[config.mk]
export PLATFORM = sky130hd
export DESIGN_NAME = pixel_mixer
export DESIGN_NICKNAME = d
export VERILOG_FILES = /design/src/hw/ppu_pkg.sv /design/src/hw/pixel_mixer.sv
export VERILOG_INCLUDE_DIRS = /design/src /design/src/hw
export SDC_FILE = /design/constraint.sdc
export NUM_CORES = 1
export LEC_CHECK = 0
export BUFFER_PORTS_ARGS = -buffer_cell sky130_fd_sc_hd__buf_2
export CAP_MARGIN = 20
export CORE_AREA = 4 4 174 176
export DETAILED_ROUTE_END_ITERATION = 6
export DIE_AREA = 0 0 178 180
export SYNTH_ARGS = -nofsm -noshare
export SYNTH_HDL_FRONTEND = slang
export SYNTH_SLANG_ARGS = --single-unit
[constraint.sdc]
create_clock -name clk -period 6.55 [get_ports clk]
set_input_delay 0.3275 -clock clk [delete_from_list [all_inputs] [get_ports clk]]
set_output_delay 0.3275 -clock clk [all_outputs]
set_load 0.005 [all_outputs]
[src/hw/ppu_defs.svh]
`ifndef PPU_DEFS_SVH
`define PPU_DEFS_SVH

// Object and line limits
`define PPU_SPRITES         128
`define PPU_SLOTS           8
`define PPU_SPRITE_H        16     // Sprites are square
`define PPU_PALETTE_ENTRIES 8

// Data widths
`define PPU_COLOR_W         24
`define PPU_WORD_W          32
`define PPU_COORD_W         16     // One half of a coordinate word
`define PPU_TILE_W          7

// Memory address widths
`define PPU_OAM_AW          8
`define PPU_GFX_AW          11

`endif

[src/hw/ppu_pkg.sv]
`include "ppu_defs.svh"

package ppu_pkg;

    // Odd OAM address, sprite position
    typedef struct packed {
        logic [`PPU_COORD_W-1:0] y;
        logic [`PPU_COORD_W-1:0] x;
    } oam_coord_t;

    // Even OAM address, sprite attributes
    typedef struct packed {
        logic                                 vflip;
        logic                                 hflip;
        logic [`PPU_WORD_W-`PPU_TILE_W-4:0]   unused;
        logic                                 palette;
        logic [`PPU_TILE_W-1:0]               tile;
    } oam_attr_t;

    typedef union packed {
        oam_coord_t coord;
        oam_attr_t  attr;
    } oam_word_t;

    // 4 * palette select + 2-bit pixel value
    typedef logic [$clog2(`PPU_PALETTE_ENTRIES)-1:0] pal_index_t;

endpackage

[src/hw/pixel_mixer.sv]
`timescale 1ns/1ps
`include "ppu_defs.svh"

module pixel_mixer (
    input  logic                       clk,
    input  logic                       reset,
    input  logic [10:0]                hcount,
    input  logic [`PPU_COORD_W-1:0]    slot_x [`PPU_SLOTS],
    input  logic [`PPU_SLOTS-1:0]      slot_palette,
    input  logic [`PPU_WORD_W-1:0]     slot_row [`PPU_SLOTS],
    output ppu_pkg::pal_index_t        pal_index,
    input  logic [`PPU_COLOR_W-1:0]    pal_color,
    output logic [`PPU_COLOR_W-1:0]    pixel_color
);

    logic [9:0]               screen_x;
    logic [`PPU_COORD_W:0]    px;
    logic [`PPU_SLOTS-1:0]    hit;
    logic [3:0]               off [`PPU_SLOTS];
    logic [1:0]               pix [`PPU_SLOTS];

    assign screen_x = hcount[10:1];  // Each pixel spans two clocks
    assign px       = {7'd0, screen_x};

    // Horizontal hit test and pixel pick per slot
    always_comb begin
        for (int s = 0; s < `PPU_SLOTS; s++) begin
            hit[s] = ({1'b0, slot_x[s]} <= px) &&
                     (px < {1'b0, slot_x[s]} + 17'(`PPU_SPRITE_H));
            off[s] = screen_x[3:0] - slot_x[s][3:0];  // x - slot_x, valid on a hit
            pix[s] = hit[s] ? slot_row[s][2*off[s] +: 2] : 2'b00;
        end
    end

    // Walk from the highest slot down so the lowest opaque slot wins
    always_comb begin
        pal_index = '0;  // Backdrop
        for (int s = `PPU_SLOTS - 1; s >= 0; s--) begin
            if (pix[s] != 2'b00) begin
                pal_index = {slot_palette[s], pix[s]};
            end
        end
    end

    always_ff @(posedge clk) begin
        if (reset) begin
            pixel_color <= '0;
        end else begin
            pixel_color <= pal_color;
        end
    end

endmodule

# [Word level (Yosys, flattened, before mapping)]
# Cells that the tools add are included.
[totals] ff_bits=24 inputBits=429 output_inout_bits=27
[op_classes] addsub=16 magnitude_cmp=16 n_shift=8 muxes=16 n_reduce_logical=16
[ops] op="variable part select 32 x 6 -> 2 bit" n=8
[ops] op="adder 16 x 5 -> 17 bit, second input constant" n=8
[ops] op="< comparator 10 x 17 -> 1 bit" n=8
[ops] op="less-or-equal comparator 16 x 10 -> 1 bit" n=8
[ops] op="subtractor 4 bit" n=8
[ops] op="2-to-1 mux 3 bit" n=8
[ops] op="2-to-1 mux 2 bit" n=8
[ops] op="nonzero test 2 bit" n=8
[ops] op="logical AND 1 bit" n=8

# [Logic depth before layout (Yosys ltp)]
[logic_depth] word_depth=13 ltp_mapped=13 ltp_nobuf=13

# [Worst setup path after synthesis]
# OpenSTA, ideal clock, no wires.
[synth_timing] kind="input port to output port" startpoint="input hcount[1]" endpoint="output pal_index[2]" t_arrival_ns=3.148 required_time_ns=6.222 slack_ns=3.075 path_stages=12 n_path_buf=1 path_cell_list="inv_1 > ha_1 > inv_1 > fa_1 > clkbuf_1 > mux4_2 > mux4_2 > or2_0 > a31oi_1 > o211ai_1 > a211oi_2 > a2bb2oi_1"
[synth_via] elab_chain_len=12
[synth_rtl] item="start: declaration" line_no="pixel_mixer.sv:7" rtl="input logic [10:0] hcount,"
[synth_rtl] item="subtractor 4 bit (tied with other cells)" line_no="pixel_mixer.sv:30" rtl="off[s] = screen_x[3:0] - slot_x[s][3:0];"
[synth_rtl] item="variable part select 32 x 6 -> 2 bit or logical AND 1 bit (tied branches)" line_no="pixel_mixer.sv:31, pixel_mixer.sv:28"
[synth_rtl] item="2-to-1 mux 2 bit" line_no="pixel_mixer.sv:31" rtl="pix[s] = hit[s] ? slot_row[s][2*off[s] +: 2] : 2'b00;"
[synth_rtl] item="nonzero test 2 bit" line_no="pixel_mixer.sv:39" rtl="if (pix[s] != 2'b00) begin"
[synth_rtl] item="2-to-1 mux 3 bit (7 in a row)" line_no="pixel_mixer.sv:39"
[synth_rtl] item="2-to-1 mux 3 bit (*)" line_no="pixel_mixer.sv:39"
[synth_rtl] item="end: declaration" line_no="pixel_mixer.sv:11" rtl="output ppu_pkg::pal_index_t pal_index,"
# Mark *: on every way between the ends. The rest lies on a longest branch, timed or not.

# [Final worst setup path]
[layout_timing] startpoint="input hcount[2]" endpoint="output pal_index[2]"
# The elaborated chain is that of the path after synthesis.

==> metrics.cfg <==
[sta]
setup-tns-final_ns = 0
rsz0062_at_grt = false
period_needed_ns = 5.05
setup_slack_ns = 1.50
fmax_mhz = 198
hold_viol = 0
drv_slew = 0
tightestPinTransition_ns = 0.821
relSlewSlack = 0.453
setup_viol = 0
fin_crit_sh = 0.771

[layout]
largest_reg_flops = 24
top_register = pixel_color
n_fill_cell = 2985
final_core_util = 0.373
area_delta_synth_final_pct = 35.7
largestRegisters = pixel_color: 24 flops
stdcell_area_um2 = 10700
post_route_cells_drive_above_1_share = 0.417
fin_nets = 1902

[pwr]
p_total_mw = 1.10
p_leak_nw = 5.27
ir_drop_uv = 56.3
power-per-cell-area_nw_per_um2 = 103

[yosys]
async_reset_ff_frac = 0
syn_area_per_cell_um2 = 9.25
ys_seq_elements = 24
synth_common_cells = ha_1, mux4_2, inv_1
synth_nets = 1456
ys_types = 68
yosysMostFrequentCell = ha_1
yosys_most_used_dff = dfxtp_1
synth_sequential_area_ratio = 0.0611
synth_edf_count = 0
syn_inst = 851
yosys.area.top_type_share = 0.267
synth_area_leaders = ha_1, mux4_2, dfxtp_1
yosysTopAreaCell = ha_1
syn_area_um2 = 7870
synth_warnings = 0

[hold_path]
worstHoldStart = pal_color[8]
hp-class = in2reg
min_path_cells = 2

[global_route]
grt-ovfl-total = 0
grt_max_degree = 25
grt.total_usage = 0.203
grt_pass1_wl_mm = 50.3
grt_antenna_before_repair = 6
first_global_vias = 8823

[worst_setup_path]
critPathCaptureType = primary output
startpoint_type = primary input
path_max_fanout = 13
timing.critical_path.from = hcount[2]
crit_arrival_ns = 4.72
worst-setup-path-type = in2out
critPathRequiredTime_ns = 6.22

[cts]
clk_pin_slew_ns = 0.06
cts_root_buf = clkbuf_16
htreeDepth = 1
cts_inserted_buffers = 3
cts_tree = done
ctsHoldBuffers = 0
clock-sinks = 24
postCtsResizedCells = 0
clk_path_buf_depth = 2
post_cts_buffers = 0

[routing]
routedWlPerCell_um = 20.5
drc = 0
vias = 8719
via_per_inst = 5.18
wirelength_mm = 34.5
first_pass_iters = 5
drt_iter0_markers = 399
ant_nets = 0

[floorplanning]
start_util = 0.275
ios = 456
row_count = 62
core_area_um2 = 28600
die_area_um2 = 32000
die_w_um = 178
die_y_um = 180

[placed_design]
place_ws_ns = 1.38
place_congestion = 0.884
port_buffers = 454
dpl_cell_area_um2 = 10600
dpl.hpwl_mm = 29.5

[outcome]
status = completed

[job]
drv_cap = 0

==> cell usage in the layout, fill, tap and decap left out, types with 4 or more instances in the layout <==
| cell type | synthesis | routed |
|---|---|---|
| xor2_1 | 23 | 23 |
| dfxtp_1 | 24 | 24 |
| xnor2_1 | 20 | 20 |
| a211o_1 | 6 | 6 |
| nor3_1 | 17 | 17 |
| nand2b_1 | 11 | 11 |
| nand2_1 | 34 | 34 |
| nor2_1 | 43 | 43 |
| o21a_1 | 15 | 15 |
| nand4_1 | 18 | 18 |
| nor2b_1 | 43 | 43 |
| a21oi_1 | 38 | 38 |
| nor4_1 | 11 | 11 |
| o2111ai_1 | 4 | 4 |
| mux2i_1 | 20 | 20 |
| and4_1 | 4 | 4 |
| a211oi_1 | 13 | 13 |
| o221ai_1 | 4 | 4 |
| or3_1 | 4 | 4 |
| o211ai_1 | 8 | 8 |
| buf_2 | 7 | 454 |
| o31ai_1 | 5 | 5 |
| nand3_1 | 35 | 35 |
| inv_1 | 69 | 69 |
| a31oi_1 | 6 | 6 |
| a21boi_0 | 4 | 4 |
| o21ai_0 | 31 | 31 |
| mux4_2 | 72 | 72 |
| a21o_1 | 5 | 5 |
| ha_1 | 168 | 168 |
| and2_1 | 4 | 4 |
| and3_1 | 6 | 6 |
| fa_1 | 8 | 8 |
| buf_4 | 1 | 5 |
| o31a_1 | 6 | 6 |
| a2111oi_0 | 8 | 8 |
==> metrics by stage <==
stage               std cells  hold WS, ns
detailed placement       1676        0.541
finish                   1683        0.279
floorplan                 851        0.399
global placement         1676        0.543
CTS                      1680        0.277
global route             1683        0.274
==> layout make-up <==
type                       count  area, µm²  share of cell area
multi-input combinational    740       7050               0.660
antenna                        3       7.51            0.000703
tap                          384        480              0.0450
timing repair buffer         459       2310               0.216
sequential                    24        480              0.0450
clock buffer                   4       88.8             0.00832
inverter                      69        259              0.0243
==> cells by family (layout without fill, tap and decap cells) <==
family / after synthesis / after routing / share of synthesized area
simple gates: 246 / 246 / 0.169
compound gates: 180 / 180 / 0.156
fa+ha+maj: 176 / 176 / 0.287
mux: 95 / 95 / 0.236
buf+inv: 87 / 532 / 0.0431
xor+xnor: 43 / 43 / 0.0479
flops: 24 / 24 / 0.0611
other cells: 0 / 3 / 0
==> layer usage <==
layer,part of all wire,global-route usage
met1,0.41,0.266
met2,0.49,0.353
met3,0.084,0.0332
met4,0.015,0.0387
met5,0.00096,0
==> report_power, final <==
group	internal (mW)	switching, mW
registers	0.154	0.00171
clock network	0.0932	0.0481
logic	0.407	0.400
==> critical path: stages <==
cell	delay, ns
buf_2	0.44
inv_1	0.37
buf_4	0.31
fa_1	1.06
mux4_2	0.41
mux2i_1	0.47
mux2i_1	0.21
a211oi_1	0.29
o31ai_1	0.12
a211oi_2	0.32
a2bb2oi_1	0.23
buf_2	0.16
==> final timing paths <==
check	to	slack [ns]
hold / removal	pixel_color[8]	0.28
setup / recovery	pal_index[2]	1.50
Note: power is estimated with default switching activity, not from simulation.
