File: src/hw/ppu_defs.svh
`ifndef PPU_DEFS_SVH
`define PPU_DEFS_SVH

// Object and line limits
`define PPU_SPRITES         128
`define PPU_SLOTS           8
`define PPU_SPRITE_H        16     // Sprites are square
`define PPU_PALETTE_ENTRIES 8

// Data widths
`define PPU_COLOR_W         24
`define PPU_WORD_W          32
`define PPU_COORD_W         16     // One half of a coordinate word
`define PPU_TILE_W          7

// Memory address widths
`define PPU_OAM_AW          8
`define PPU_GFX_AW          11

`endif

File: src/hw/sprite_line_eval.sv
`timescale 1ns/1ps
`include "ppu_defs.svh"

module sprite_line_eval (
    input  logic                              clk,
    input  logic                              reset,
    input  logic                              hsync,
    input  logic [9:0]                        vcount,
    output logic [$clog2(`PPU_SPRITES)-1:0]   sprite_index,
    input  logic [`PPU_COORD_W-1:0]           sprite_x,
    input  logic [`PPU_COORD_W-1:0]           sprite_y,
    input  logic [`PPU_TILE_W-1:0]            sprite_tile,
    input  logic                              sprite_palette,
    input  logic                              sprite_vflip,
    input  logic                              sprite_hflip,
    output logic [`PPU_GFX_AW-1:0]            gfx_addr,
    input  logic [`PPU_WORD_W-1:0]            gfx_rdata,
    output logic [`PPU_COORD_W-1:0]           slot_x [`PPU_SLOTS],
    output logic [`PPU_SLOTS-1:0]             slot_palette,
    output logic [`PPU_WORD_W-1:0]            slot_row [`PPU_SLOTS]
);

    localparam int SCAN_END  = `PPU_SPRITES;
    localparam int ISSUE_END = SCAN_END + `PPU_SLOTS;
    localparam int CAP_START = SCAN_END + 2;         // Read latency
    localparam int LINE_DONE = CAP_START + `PPU_SLOTS;

    logic [7:0]               line_ptr;   // Edges since hsync rose
    logic [3:0]               found;      // Slots filled on this line
    logic [7:0]               fetch_idx;
    logic [7:0]               cap_idx;
    logic                     scanning;
    logic                     issuing;
    logic                     capturing;
    logic [`PPU_COORD_W:0]    vpos;
    logic [`PPU_COORD_W:0]    y_top;
    logic [`PPU_COORD_W:0]    y_end;
    logic                     on_line;
    logic [3:0]               row_off;

    // Per-slot fetch info captured during the scan
    logic [`PPU_GFX_AW-1:0]   slot_addr [`PPU_SLOTS];
    logic [`PPU_SLOTS-1:0]    slot_hflip;

    // Pixel p moves to 15 - p
    function automatic logic [`PPU_WORD_W-1:0] mirror_row(input logic [`PPU_WORD_W-1:0] row);
        logic [`PPU_WORD_W-1:0] flipped;
        for (int p = 0; p < `PPU_SPRITE_H; p++) begin
            flipped[2*p +: 2] = row[2*(`PPU_SPRITE_H-1-p) +: 2];
        end
        return flipped;
    endfunction

    assign sprite_index = line_ptr[$clog2(`PPU_SPRITES)-1:0];
    assign fetch_idx    = line_ptr - 8'(SCAN_END);
    assign cap_idx      = line_ptr - 8'(CAP_START);
    assign scanning     = line_ptr < 8'(SCAN_END);
    assign issuing      = (line_ptr >= 8'(SCAN_END)) && (line_ptr < 8'(ISSUE_END));
    assign capturing    = (line_ptr >= 8'(CAP_START)) && (line_ptr < 8'(LINE_DONE));

    // Vertical cover test, one bit wider so y near the top of range cannot wrap
    assign vpos    = {7'd0, vcount};
    assign y_top   = {1'b0, sprite_y};
    assign y_end   = y_top + 17'(`PPU_SPRITE_H);
    assign on_line = (vpos >= y_top) && (vpos < y_end);

    // Only the low four bits of vcount - y matter once on_line holds
    assign row_off = vcount[3:0] - sprite_y[3:0];

    always_ff @(posedge clk) begin
        if (reset) begin
            line_ptr <= '0;
            found    <= '0;
            gfx_addr <= '0;
        end else if (!hsync) begin
            line_ptr <= '0;
            found    <= '0;
            gfx_addr <= '0;
        end else begin
            if (line_ptr != 8'(LINE_DONE)) begin
                line_ptr <= line_ptr + 8'd1;
            end
            if (scanning && on_line && found < 4'(`PPU_SLOTS)) begin
                found <= found + 4'd1;
            end
            // Empty slots read address 0, their data is dropped anyway
            if (issuing && fetch_idx < {4'd0, found}) begin
                gfx_addr <= slot_addr[fetch_idx[2:0]];
            end else begin
                gfx_addr <= '0;
            end
        end
    end

    always_ff @(posedge clk) begin
        if (hsync && scanning && on_line && found < 4'(`PPU_SLOTS)) begin
            slot_x[found[2:0]]       <= sprite_x;
            slot_palette[found[2:0]] <= sprite_palette;
            slot_hflip[found[2:0]]   <= sprite_hflip;
            slot_addr[found[2:0]]    <= {sprite_tile, sprite_vflip ? ~row_off : row_off};
        end
        if (hsync && capturing) begin
            if (cap_idx < {4'd0, found}) begin
                slot_row[cap_idx[2:0]] <= slot_hflip[cap_idx[2:0]] ? mirror_row(gfx_rdata)
                                                                     : gfx_rdata;
            end else begin
                slot_row[cap_idx[2:0]] <= '0;  // Unused slot never hits
            end
        end
    end

endmodule

File: config.mk
export PLATFORM = sky130hd
export DESIGN_NAME = sprite_line_eval
export DESIGN_NICKNAME = d
export VERILOG_FILES = /design/src/hw/sprite_line_eval.sv
export VERILOG_INCLUDE_DIRS = /design/src /design/src/hw
export SDC_FILE = /design/constraint.sdc
export NUM_CORES = 1
export LEC_CHECK = 0
export BUFFER_PORTS_ARGS = -buffer_cell sky130_fd_sc_hd__buf_2
export CORE_ASPECT_RATIO = 0.7
export CORE_MARGIN = 2
export CORE_UTILIZATION = 36
export DETAILED_ROUTE_END_ITERATION = 7
export SYNTH_ARGS = -nofsm -noshare
export SYNTH_HDL_FRONTEND = slang
export SYNTH_SLANG_ARGS = --single-unit
File: constraint.sdc
create_clock -name clk -period 5.3 [get_ports clk]
set_input_delay 0.265 -clock clk [delete_from_list [all_inputs] [get_ports clk]]
set_output_delay 0.265 -clock clk [all_outputs]
set_load 0.05 [all_outputs]
# Word level (Yosys, flattened, before mapping)
# Memories as Yosys holds them, arrays and structs flattened. A register that Yosys moved wholly into a read port is not among the register bits.
# Index checks and enable logic that the tools add are counted.
[totals]
memories = 1
out_inout_bits = 410
input_bits = 87
ramBits = 88
ff_bits = 412
[memory_table]
columns = ["name", "words", "word_bits", "read_ports", "rd_clocked_by_memory_dff", "wr", "line", "text"]
rows = [
  ["slot_addr", 8, 11, 1, 1, 1, "sprite_line_eval.sv:42", "logic [`PPU_GFX_AW-1:0] slot_addr [`PPU_SLOTS];"],
]
[op_classes]
mux = 17
addsub = 6
order_cmp = 17
reduce_logical = 15
bitwise = 7
n_eq_ne = 1
[op_table]
columns = ["cell", "count"]
rows = [
  ["256-bit bitwise AND", 1],
  ["256-bit bitwise mux", 1],
  ["256-bit two-way mux", 1],
  ["256-bit inverter", 1],
  ["128-bit bitwise mux", 1],
  ["32-bit demux with 3-bit select", 1],
  ["32-bit two-way mux", 2],
  ["16-bit demux with 3-bit select", 1],
  ["8-bit less-than comparator (second input constant)", 3],
  ["16-bit by 5-bit adder with 17-bit output (second input constant)", 1],
  ["10-bit by 17-bit less-than comparator with 1-bit output", 1],
  ["8-bit bitwise mux", 2],
  ["10-bit by 16-bit greater-or-equal comparator with 1-bit output", 1],
  ["8-bit greater-or-equal comparator (second input constant)", 2],
  ["8-bit by 4-bit less-than comparator with 1-bit output", 2],
  ["16-bit two-way mux", 1],
  ["8-bit subtractor (second input constant)", 2],
  ["1-bit logical AND", 13],
  ["8-bit by 1-bit adder with 8-bit output (second input constant)", 1],
  ["4-bit greater-or-equal comparator (second input constant)", 2],
  ["3-bit by 4-bit less-than comparator with 1-bit output (second input constant)", 2],
  ["4-bit by 1-bit less-than comparator with 1-bit output (second input constant)", 2],
  ["8-bit != test (second input constant)", 1],
  ["3-bit inverter with 4-bit output", 2],
  ["12 further kinds", 16],
]

# Longest topological paths before layout
# Gate-level depths: netlist of the first run.
[logic_depth]
word_depth = 9
mapped_depth = 11
mapped_depth_nobuf = 9

# Least setup slack after synthesis of the first run
# OpenSTA, ideal clock, no wires.
[synth_timing]
path_type = "register to register"
start = "reg line_ptr[1]"
end = "reg slot_row[0] in the netlist's numbering, enable pin"
slack_ps = 949
t_arrival_ps = 3919
path_stages_with_launch = 12
period_less_slack_ps = 4351
path_cell_list = "dfxtp_1 buf_2 buf_1 inv_1 ha_1 inv_1 ha_1 a21oi_2 o21a_1 buf_2 buf_2 a21oi_1"
[synth_via]
elab_chain_cells = 3
[synth_lines]
columns = ["element", "line", "text"]
rows = [
  ["start: declaration", "sprite_line_eval.sv:28", "logic [7:0] line_ptr;"],
  ["start signal: assignment", "sprite_line_eval.sv:81", "line_ptr <= line_ptr + 8'd1;"],
  ["8-bit greater-or-equal comparator / 8-bit less-than comparator (equally long branches)", "sprite_line_eval.sv:59", "assign capturing = (line_ptr >= 8'(CAP_START)) && (line_ptr < 8'(LINE_DONE));"],
  ["1-bit logical AND (*)", "sprite_line_eval.sv:59", ""],
  ["1-bit logical AND (*)", "sprite_line_eval.sv:102", "if (hsync && capturing) begin"],
  ["end signal: indexed assignment", "sprite_line_eval.sv:104", "slot_row[cap_idx[2:0]] <= slot_hflip[cap_idx[2:0]] ? mirror_row(gfx_rdata)"],
  ["end: declaration", "sprite_line_eval.sv:20", "output logic [`PPU_WORD_W-1:0] slot_row [`PPU_SLOTS]"],
]
# Mark *: on every way between the ends. The rest lies on a longest branch, timed or not.
# A chain may end at the register's enable or synchronous reset.

# Worst setup path in the final report of the first run
[layout_timing]
start = "reg line_ptr[2]"
end = "reg slot_row[229] in the netlist's numbering (data pin)"
[layout_via]
elab_chain_cells = 9
[layout_lines]
columns = ["element", "line", "text"]
rows = [
  ["8-bit subtractor (*)", "sprite_line_eval.sv:56", "assign cap_idx = line_ptr - 8'(CAP_START);"],
  ["3-bit inverter with 4-bit output", "sprite_line_eval.sv:104, sprite_line_eval.sv:107", ""],
  ["4-bit greater-or-equal comparator (implied by the code) / 4-bit by 1-bit less-than comparator with 1-bit output (equally long branches)", "sprite_line_eval.sv:104, sprite_line_eval.sv:107", ""],
  ["1-bit logical AND (implied by the code)", "sprite_line_eval.sv:104, sprite_line_eval.sv:107", ""],
  ["32-bit two-way mux", "sprite_line_eval.sv:104, sprite_line_eval.sv:107", ""],
  ["32-bit demux with 3-bit select", "sprite_line_eval.sv:104, sprite_line_eval.sv:107", ""],
  ["256-bit inverter (no source line)", "-", ""],
  ["256-bit bitwise AND (no source line)", "-", ""],
  ["256-bit two-way mux (*)", "sprite_line_eval.sv:103", "if (cap_idx < {4'd0, found}) begin"],
]
# Mark *: on every way between the ends. The rest lies on a longest branch, timed or not. The select of a mux whose other input is x is not followed.

==> results of run 1 <==
==> layer usage <==
| metal | track usage, % | vias to the layer above | part of all wire, % |
|---|---|---|---|
| met5 | 0 | - | 0.017 |
| met2 | 33.2 | 861 | 45 |
| li1 | - | 7772 | - |
| met4 | 8.21 | 2 | 3.7 |
| met3 | 6.47 | 154 | 9.6 |
| met1 | 30.7 | 8785 | 41 |
==> cells in the mapped netlist (4+ instances only) <==
cell and instances:
sky130_fd_sc_hd__mux4_2 24, sky130_fd_sc_hd__a21oi_1 24, sky130_fd_sc_hd__nand2_1 40, sky130_fd_sc_hd__buf_2 68
sky130_fd_sc_hd__inv_1 282, sky130_fd_sc_hd__dfxtp_1 23, sky130_fd_sc_hd__buf_6 4, sky130_fd_sc_hd__ha_1 30
sky130_fd_sc_hd__edfxtp_1 488, sky130_fd_sc_hd__nand2b_1 5, sky130_fd_sc_hd__nand3_1 9, sky130_fd_sc_hd__xor2_1 8
sky130_fd_sc_hd__clkbuf_1 110, sky130_fd_sc_hd__and3_1 11, sky130_fd_sc_hd__mux2_4 30, sky130_fd_sc_hd__nor2_1 14
sky130_fd_sc_hd__xnor2_1 11, sky130_fd_sc_hd__nor2b_1 7, sky130_fd_sc_hd__buf_4 7, sky130_fd_sc_hd__and2_1 4
sky130_fd_sc_hd__o2111ai_1 256, sky130_fd_sc_hd__o31ai_1 256, sky130_fd_sc_hd__o21ai_0 7
==> per-stage QoR <==
step                      utilization, %  cell area (um2)  total power [mW]
after global placement              41.3            26800              4.93
final                               44.3            28700              8.50
after detailed placement            41.3            26800              4.94
after global routing                44.3            28700              8.76
after CTS                           44.3            28700              8.57
after floorplan                        -            23700              4.73
==> critical path: stages (launching register included) <==
cell	delay (ps)
sky130_fd_sc_hd__dfxtp_1	340
sky130_fd_sc_hd__inv_1	50
sky130_fd_sc_hd__buf_4	200
sky130_fd_sc_hd__ha_1	230
sky130_fd_sc_hd__xor2_1	150
sky130_fd_sc_hd__ha_1	350
sky130_fd_sc_hd__inv_6	380
sky130_fd_sc_hd__o21a_4	330
sky130_fd_sc_hd__buf_4	700
sky130_fd_sc_hd__buf_4	670
sky130_fd_sc_hd__o31ai_1	160
==> registers in the layout, indices dropped and copies added, names as in the netlist <==
name,count
line_ptr,8
slot_palette,8
slot_addr,88
found,4
gfx_addr,11
slot_x,128
slot_hflip,8
slot_row,256
==> cell families after synthesis <==
kind of cell | synth area share, %
adders and majority gates | 1.67
muxes | 4.51
xor gates and xnor gates | 0.703
AOI/OAI and AO/OA | 19.0
and+or+nand+nor | 2.12
buffers and inverters | 8.12
DFF | 63.9
==> power breakdown <==
part	leakage [nW]	internal (mW)	total (mW)	switching, mW
clock	0.802	1.98	3.62	1.65
sequential	4.58	4.40	4.40	0.00118
combinational	5.34	0.133	0.474	0.340
total	10.7	6.51	8.50	1.99
==> how the worst max path moves through the flow <==
stage	to	slack (ps)	cells past startpoint
after floorplan	slot_row[0]	950	11
after detailed placement	slot_row[229]	1450	10
after global routing	slot_row[229]	1210	10
after CTS	slot_row[211]	1460	10
final	slot_row[229]	1410	10
after global placement	slot_row[218]	1460	10
==> final cells by class <==
cell class	count	area share, %
sequential	511	52.6
multi-input combinational	772	23.6
timing repair buffer	557	10.5
clock buffer	69	4.86
tap	880	3.83
inverter	282	3.70
clock inverter	29	0.875
antenna	1	0.00871
==> impl_metrics.prom, run 1 <==
# TYPE chip_impl_metric gauge
chip_impl_info{name="min_from",value="reset"} 1
chip_impl_metric{name="nets",unit=""} 2294
chip_impl_metric{name="ctsHtreeMaxLevel",unit=""} 2
chip_impl_metric{name="finalWorstPathRequiredPeriod",unit="ps"} 3890
chip_impl_metric{name="timing.final.crit_share",unit="%"} 73.4
chip_impl_info{name="synth_top_flop_cell",value="sky130_fd_sc_hd__edfxtp_1"} 1
chip_impl_metric{name="postCtsResizedCells",unit=""} 0
chip_impl_metric{name="dieWidth",unit="um"} 310
chip_impl_info{name="worstHoldPathType",value="in -> reg"} 1
chip_impl_metric{name="drt-initial-drc-count",unit=""} 2065
chip_impl_metric{name="number_of_buffers_on_the_longest_clock_path",unit=""} 3
chip_impl_metric{name="pin_count_of_the_biggest_net_entering_global_routing",unit=""} 257
chip_impl_metric{name="tightestPinTransition",unit="ps"} 1370
chip_impl_info{name="ctsRootBufferMaster",value="sky130_fd_sc_hd__clkbuf_16"} 1
chip_impl_info{name="crit_path_start_kind",value="flip-flop"} 1
chip_impl_metric{name="setup_total_negative_slack",unit="ps"} 0
chip_impl_info{name="final_cell_mix",value="sky130_fd_sc_hd__buf_2 (496), sky130_fd_sc_hd__edfxtp_1 (488), sky130_fd_sc_hd__inv_1 (281)"} 1
chip_impl_metric{name="port_buffers",unit=""} 496
chip_impl_metric{name="drive_gt1_share",unit="%"} 31.0
chip_impl_metric{name="insertion_delay",unit="ps"} 610
chip_impl_metric{name="post_synthesis_async_set_or_reset_flop_share",unit="%"} 0
chip_impl_metric{name="worstRegToRegCells",unit=""} 10
chip_impl_metric{name="grt-ovfl-total",unit=""} 0
chip_impl_metric{name="synth_top_cell_area_share",unit="%"} 61.9
chip_impl_metric{name="post_cts_hold_buffer_count",unit=""} 25
chip_impl_metric{name="critical_path_arrival",unit="ps"} 4210
chip_impl_metric{name="area.sequential",unit="mm2"} 0.0151
chip_impl_metric{name="post_synth_inst_count",unit=""} 1757
chip_impl_metric{name="cts_post_setup_buffers_inserted",unit=""} 0
chip_impl_metric{name="setup_violations",unit=""} 0
chip_impl_metric{name="vias_per_cell",unit=""} 5.67
chip_impl_metric{name="design.portCount",unit=""} 497
chip_impl_info{name="netlist_top_cells_area",value="sky130_fd_sc_hd__edfxtp_1 (62%), sky130_fd_sc_hd__o2111ai_1 (9.5%), sky130_fd_sc_hd__o31ai_1 (8.1%)"} 1
chip_impl_metric{name="synthDistinctLibCells",unit=""} 46
chip_impl_metric{name="cts_num_sinks",unit=""} 511
chip_impl_info{name="critical_path.startpoint",value="line_ptr[2]"} 1
chip_impl_metric{name="finalWeightedCongestion",unit=""} 0.851
chip_impl_metric{name="synth_edf_count",unit=""} 488
chip_impl_info{name="endpoint_kind",value="flip-flop"} 1
chip_impl_metric{name="r2r_setup_slack",unit="ps"} 1410
chip_impl_info{name="crit-reg2reg-capture",value="slot_row[229]"} 1
chip_impl_metric{name="worst_hold_path.num_cells",unit=""} 4
chip_impl_metric{name="totalWireLength",unit="um"} 78200
chip_impl_metric{name="synth_area",unit="mm2"} 0.0237
chip_impl_metric{name="cp.required",unit="ps"} 5620
chip_impl_info{name="hold_end",value="found[2]"} 1
chip_impl_metric{name="vias",unit=""} 17600
chip_impl_metric{name="critical_path.max_fanout",unit=""} 71
chip_impl_metric{name="synthesis.yosys.warnings",unit=""} 0
chip_impl_info{name="final_common_cell",value="sky130_fd_sc_hd__buf_2"} 1
chip_impl_metric{name="post-dp-hpwl",unit="um"} 50000
chip_impl_info{name="grt_setup_unrepaired",value="no"} 1
chip_impl_metric{name="post_layout_nonfiller_instances",unit=""} 3101
chip_impl_metric{name="power.density_cell_area",unit="mW/mm2"} 296
chip_impl_metric{name="post_drt_antenna_nets",unit=""} 0
chip_impl_metric{name="synth.ff_latch_count",unit=""} 511
chip_impl_metric{name="synth_nets",unit=""} 1875
chip_impl_metric{name="drc_errors",unit=""} 0
chip_impl_metric{name="fp.coreArea",unit="mm2"} 0.0649
chip_impl_metric{name="post_dr_wirelength_cell",unit="um"} 25.2
chip_impl_info{name="outcome",value="completed"} 1
chip_impl_info{name="timing.rr.start",value="line_ptr[2]"} 1
chip_impl_info{name="tritoncts",value="yes"} 1
chip_impl_metric{name="number_of_antenna_violations_at_the_first_check_in_global_routing",unit=""} 4
chip_impl_metric{name="postSynthAreaPerCell",unit="um2"} 13.5
chip_impl_metric{name="numPlacedInstances",unit=""} 2977
chip_impl_metric{name="initial_utilization",unit="%"} 36.4
chip_impl_metric{name="worst_slew_margin_rel",unit="%"} 8.65
chip_impl_metric{name="global_route_usage_sum",unit="%"} 22.3
chip_impl_metric{name="hold_violations",unit=""} 0
chip_impl_metric{name="setup_slack",unit="ps"} 1410
chip_impl_metric{name="maxSlewViolCount",unit=""} 0
chip_impl_info{name="synthDominantAreaCellType",value="sky130_fd_sc_hd__edfxtp_1"} 1
chip_impl_metric{name="die_y",unit="um"} 218
chip_impl_metric{name="clkTransAtPathRegs",unit="ps"} 70
chip_impl_metric{name="floorplan.die_area",unit="mm2"} 0.0678
chip_impl_metric{name="cts_inserted_buffers",unit=""} 52
chip_impl_metric{name="ys_seq_area_share",unit="%"} 63.9
chip_impl_metric{name="vdd_ir_drop_max",unit="mV"} 0.206
chip_impl_metric{name="fin_worst_skew",unit="ps"} 41.4
chip_impl_metric{name="multiInputGateArea",unit="mm2"} 0.00677
chip_impl_metric{name="place_worst_setup_slack",unit="ps"} 1450
chip_impl_metric{name="via_count_of_the_first_global_routing_pass",unit=""} 16800
chip_impl_metric{name="fillers",unit=""} 5891
chip_impl_info{name="critical_path_class",value="reg -> reg"} 1
chip_impl_metric{name="whs",unit="ps"} 101
chip_impl_metric{name="max_cap_violations",unit=""} 0
chip_impl_metric{name="drtPass1Iterations",unit=""} 5
chip_impl_metric{name="area_growth",unit="%"} 21.4
chip_impl_metric{name="total_leakage_power",unit="nW"} 10.7
chip_impl_metric{name="std_cell_rows",unit=""} 78
chip_impl_metric{name="fmaxAchievable",unit="MHz"} 257
chip_impl_metric{name="grt_pass1_wl",unit="um"} 113000
(Power assumes the default switching activity.)
==> run 2: changes to the inputs <==
Clock period 5.3 ns to 3.6 ns, I/O delays scaled along.
==> run 2 against run 1 <==
Compared with the run above:
- critical path depth is 1 lower
- sequential cell count stayed put
- combinational power is 54% higher
- highest routed layer is now met4
- clock-buffer cell count is 5 lower
- clock power is 54% higher
- sequential power is 47% higher
- final area is 1.4% higher
- wire length is 0.56% lower
==> impl_metrics.prom, run 2 (synthesized netlist as in run 1, its figures left out) <==
# TYPE chip_impl_metric gauge
chip_impl_info{name="endpoint_kind",value="flip-flop"} 1
chip_impl_metric{name="clkTransAtPathRegs",unit="ps"} 60
chip_impl_metric{name="initial_utilization",unit="%"} 36.4
chip_impl_info{name="final_common_cell",value="sky130_fd_sc_hd__buf_2"} 1
chip_impl_metric{name="largest_reg_flops",unit=""} 256
chip_impl_metric{name="place_worst_setup_slack",unit="ps"} 447
chip_impl_metric{name="multiInputGateArea",unit="mm2"} 0.00677
chip_impl_metric{name="post_drt_antenna_nets",unit=""} 0
chip_impl_metric{name="global_route_usage_sum",unit="%"} 21.9
chip_impl_metric{name="whs",unit="ps"} 21.3
chip_impl_metric{name="drt-initial-drc-count",unit=""} 1962
chip_impl_metric{name="critical_path.max_fanout",unit=""} 163
chip_impl_metric{name="fp.coreArea",unit="mm2"} 0.0649
chip_impl_metric{name="finalWorstPathRequiredPeriod",unit="ps"} 2880
chip_impl_info{name="crit_top_cell",value="sky130_fd_sc_hd__ha_1"} 1
chip_impl_metric{name="drc_errors",unit=""} 0
chip_impl_metric{name="worst_slew_margin_rel",unit="%"} 17.5
chip_impl_metric{name="sequentialPowerShare",unit="%"} 50.8
chip_impl_info{name="worstHoldPathType",value="in -> reg"} 1
chip_impl_metric{name="setup_violations",unit=""} 0
chip_impl_info{name="crit_path_start_kind",value="flip-flop"} 1
chip_impl_metric{name="port_buffers",unit=""} 496
chip_impl_metric{name="via_count_of_the_first_global_routing_pass",unit=""} 16600
chip_impl_metric{name="setup_total_negative_slack",unit="ps"} 0
chip_impl_metric{name="layout.core_utilization",unit="%"} 44.9
chip_impl_metric{name="power.density_cell_area",unit="mW/mm2"} 439
chip_impl_metric{name="nets",unit=""} 2312
chip_impl_metric{name="post-layout-total-power",unit="mW"} 12.8
chip_impl_metric{name="grt_pass1_wl",unit="um"} 110000
chip_impl_metric{name="timing.final.crit_share",unit="%"} 80.1
chip_impl_metric{name="cts_num_sinks",unit=""} 511
chip_impl_info{name="final_cell_mix",value="sky130_fd_sc_hd__buf_2 (496), sky130_fd_sc_hd__edfxtp_1 (488), sky130_fd_sc_hd__inv_1 (281)"} 1
chip_impl_metric{name="pin_count_of_the_biggest_net_entering_global_routing",unit=""} 225
chip_impl_metric{name="cts_inserted_buffers",unit=""} 53
chip_impl_metric{name="stdcell_area",unit="mm2"} 0.0291
chip_impl_metric{name="design.portCount",unit=""} 497
chip_impl_metric{name="insertion_delay",unit="ps"} 620
chip_impl_metric{name="ctsHtreeMaxLevel",unit=""} 2
chip_impl_metric{name="vias",unit=""} 17700
chip_impl_metric{name="max_cap_violations",unit=""} 0
chip_impl_metric{name="maxSlewViolCount",unit=""} 0
chip_impl_info{name="outcome",value="completed"} 1
chip_impl_metric{name="intPower",unit="mW"} 9.77
chip_impl_metric{name="numPlacedInstances",unit=""} 2994
chip_impl_metric{name="clock_power_share",unit="%"} 43.5
chip_impl_metric{name="area_growth",unit="%"} 23.1
chip_impl_metric{name="totalWireLength",unit="um"} 77800
chip_impl_metric{name="vdd_ir_drop_max",unit="mV"} 0.290
chip_impl_metric{name="grt-ovfl-total",unit=""} 0
chip_impl_metric{name="fin_worst_skew",unit="ps"} 48.4
chip_impl_metric{name="dieWidth",unit="um"} 310
chip_impl_metric{name="drtPass1Iterations",unit=""} 5
chip_impl_info{name="critical_path.slowest_cell",value="sky130_fd_sc_hd__buf_12"} 1
chip_impl_metric{name="postCtsResizedCells",unit=""} 0
chip_impl_info{name="grt_setup_unrepaired",value="no"} 1
chip_impl_metric{name="p_switching",unit="mW"} 3.01
chip_impl_metric{name="power.share.combinational",unit="%"} 5.7
chip_impl_metric{name="hold_violations",unit=""} 0
chip_impl_metric{name="fmaxAchievable",unit="MHz"} 347
chip_impl_metric{name="r2r_setup_slack",unit="ps"} 720
chip_impl_metric{name="cpPeakStageDelay",unit="ps"} 500
chip_impl_metric{name="number_of_antenna_violations_at_the_first_check_in_global_routing",unit=""} 4
chip_impl_metric{name="post-dp-hpwl",unit="um"} 49400
chip_impl_metric{name="floorplan.die_area",unit="mm2"} 0.0678
chip_impl_metric{name="die_y",unit="um"} 218
chip_impl_info{name="critical_path_class",value="reg -> reg"} 1
chip_impl_metric{name="vias_per_cell",unit=""} 5.67
chip_impl_info{name="tritoncts",value="yes"} 1
chip_impl_metric{name="tightestPinTransition",unit="ps"} 1240
chip_impl_info{name="ctsRootBufferMaster",value="sky130_fd_sc_hd__clkbuf_16"} 1
chip_impl_metric{name="std_cell_rows",unit=""} 78
chip_impl_metric{name="number_of_buffers_on_the_longest_clock_path",unit=""} 3
chip_impl_metric{name="area.sequential",unit="mm2"} 0.0151
chip_impl_metric{name="drive_gt1_share",unit="%"} 31.8
chip_impl_metric{name="finalWeightedCongestion",unit=""} 0.852
chip_impl_metric{name="postPlaceCellArea",unit="mm2"} 0.0271
chip_impl_metric{name="cp.required",unit="ps"} 4040
chip_impl_metric{name="total_leakage_power",unit="nW"} 10.9
chip_impl_metric{name="critical_path_arrival",unit="ps"} 3330
chip_impl_info{name="timing.critical_path.cells",value="inv_1 > ha_1 > xor2_1 > ha_1 > nor4_4 > buf_4 > buf_12 > o2111ai_1 > o31ai_1"} 1
chip_impl_metric{name="post_dr_wirelength_cell",unit="um"} 24.9
chip_impl_metric{name="setup_slack",unit="ps"} 715
chip_impl_metric{name="fillers",unit=""} 5842
chip_impl_metric{name="switching_share",unit="%"} 23.5
chip_impl_metric{name="post_layout_nonfiller_instances",unit=""} 3120
-- run 2: cell type report --
cell class,count,share of cell area (%)
antenna,1,0.00859
inverter,282,3.65
clock inverter,36,1.26
sequential,511,51.9
multi-input combinational,772,23.2
timing repair buffer,574,11.4
clock buffer,64,4.76
tap,880,3.78
-- run 2: timing repair --
action | CTS | global route
hold endpoints to repair | 200 | 0
hold buffers | 25 | 0
buffers inserted | 0 | 0
endpoints found under the setup margin | 0 | 0
-- run 2: power by group through the flow --
stage          Clock [mW]  Sequential (mW)  Combinational (mW)
2_1_floorplan           0             6.62               0.355
3_3_place_gp            0             6.61               0.685
3_5_place_dp            0             6.61               0.694
4_1_cts              5.65             6.49               0.717
5_1_grt              5.89             6.48               0.764
6_report             5.56             6.49               0.732
-- run 2: path summary, 6_finish.rpt --
path / cells past startpoint / end / start
worst max-delay path: 9 / slot_row[193] / line_ptr[1]
worst min-delay path: 4 / found[2] / reset
worst max register to register: 9 / slot_row[193] / line_ptr[1]
worst min register to register: 2 / found[2] / found[2]
-- run 2: routing by layer --
metal | track usage (%) | wire (um) | up-vias
li1 | - | - | 7819
met1 | 31.0 | 33000 | 8822
met2 | 33.1 | 35500 | 894
met3 | 4.51 | 6350 | 165
met4 | 7.92 | 2930 | 0
met5 | 0 | 0 | -
-- run 2: critical path, delay by kind of cell, from the launching register on --
family	cells	cell delay (ps)
DFF	1	330
and+or+nand+nor	1	310
AOI/OAI and AO/OA	2	400
xor gates and xnor gates	1	150
adders and majority gates	2	470
buffers and inverters	3	900
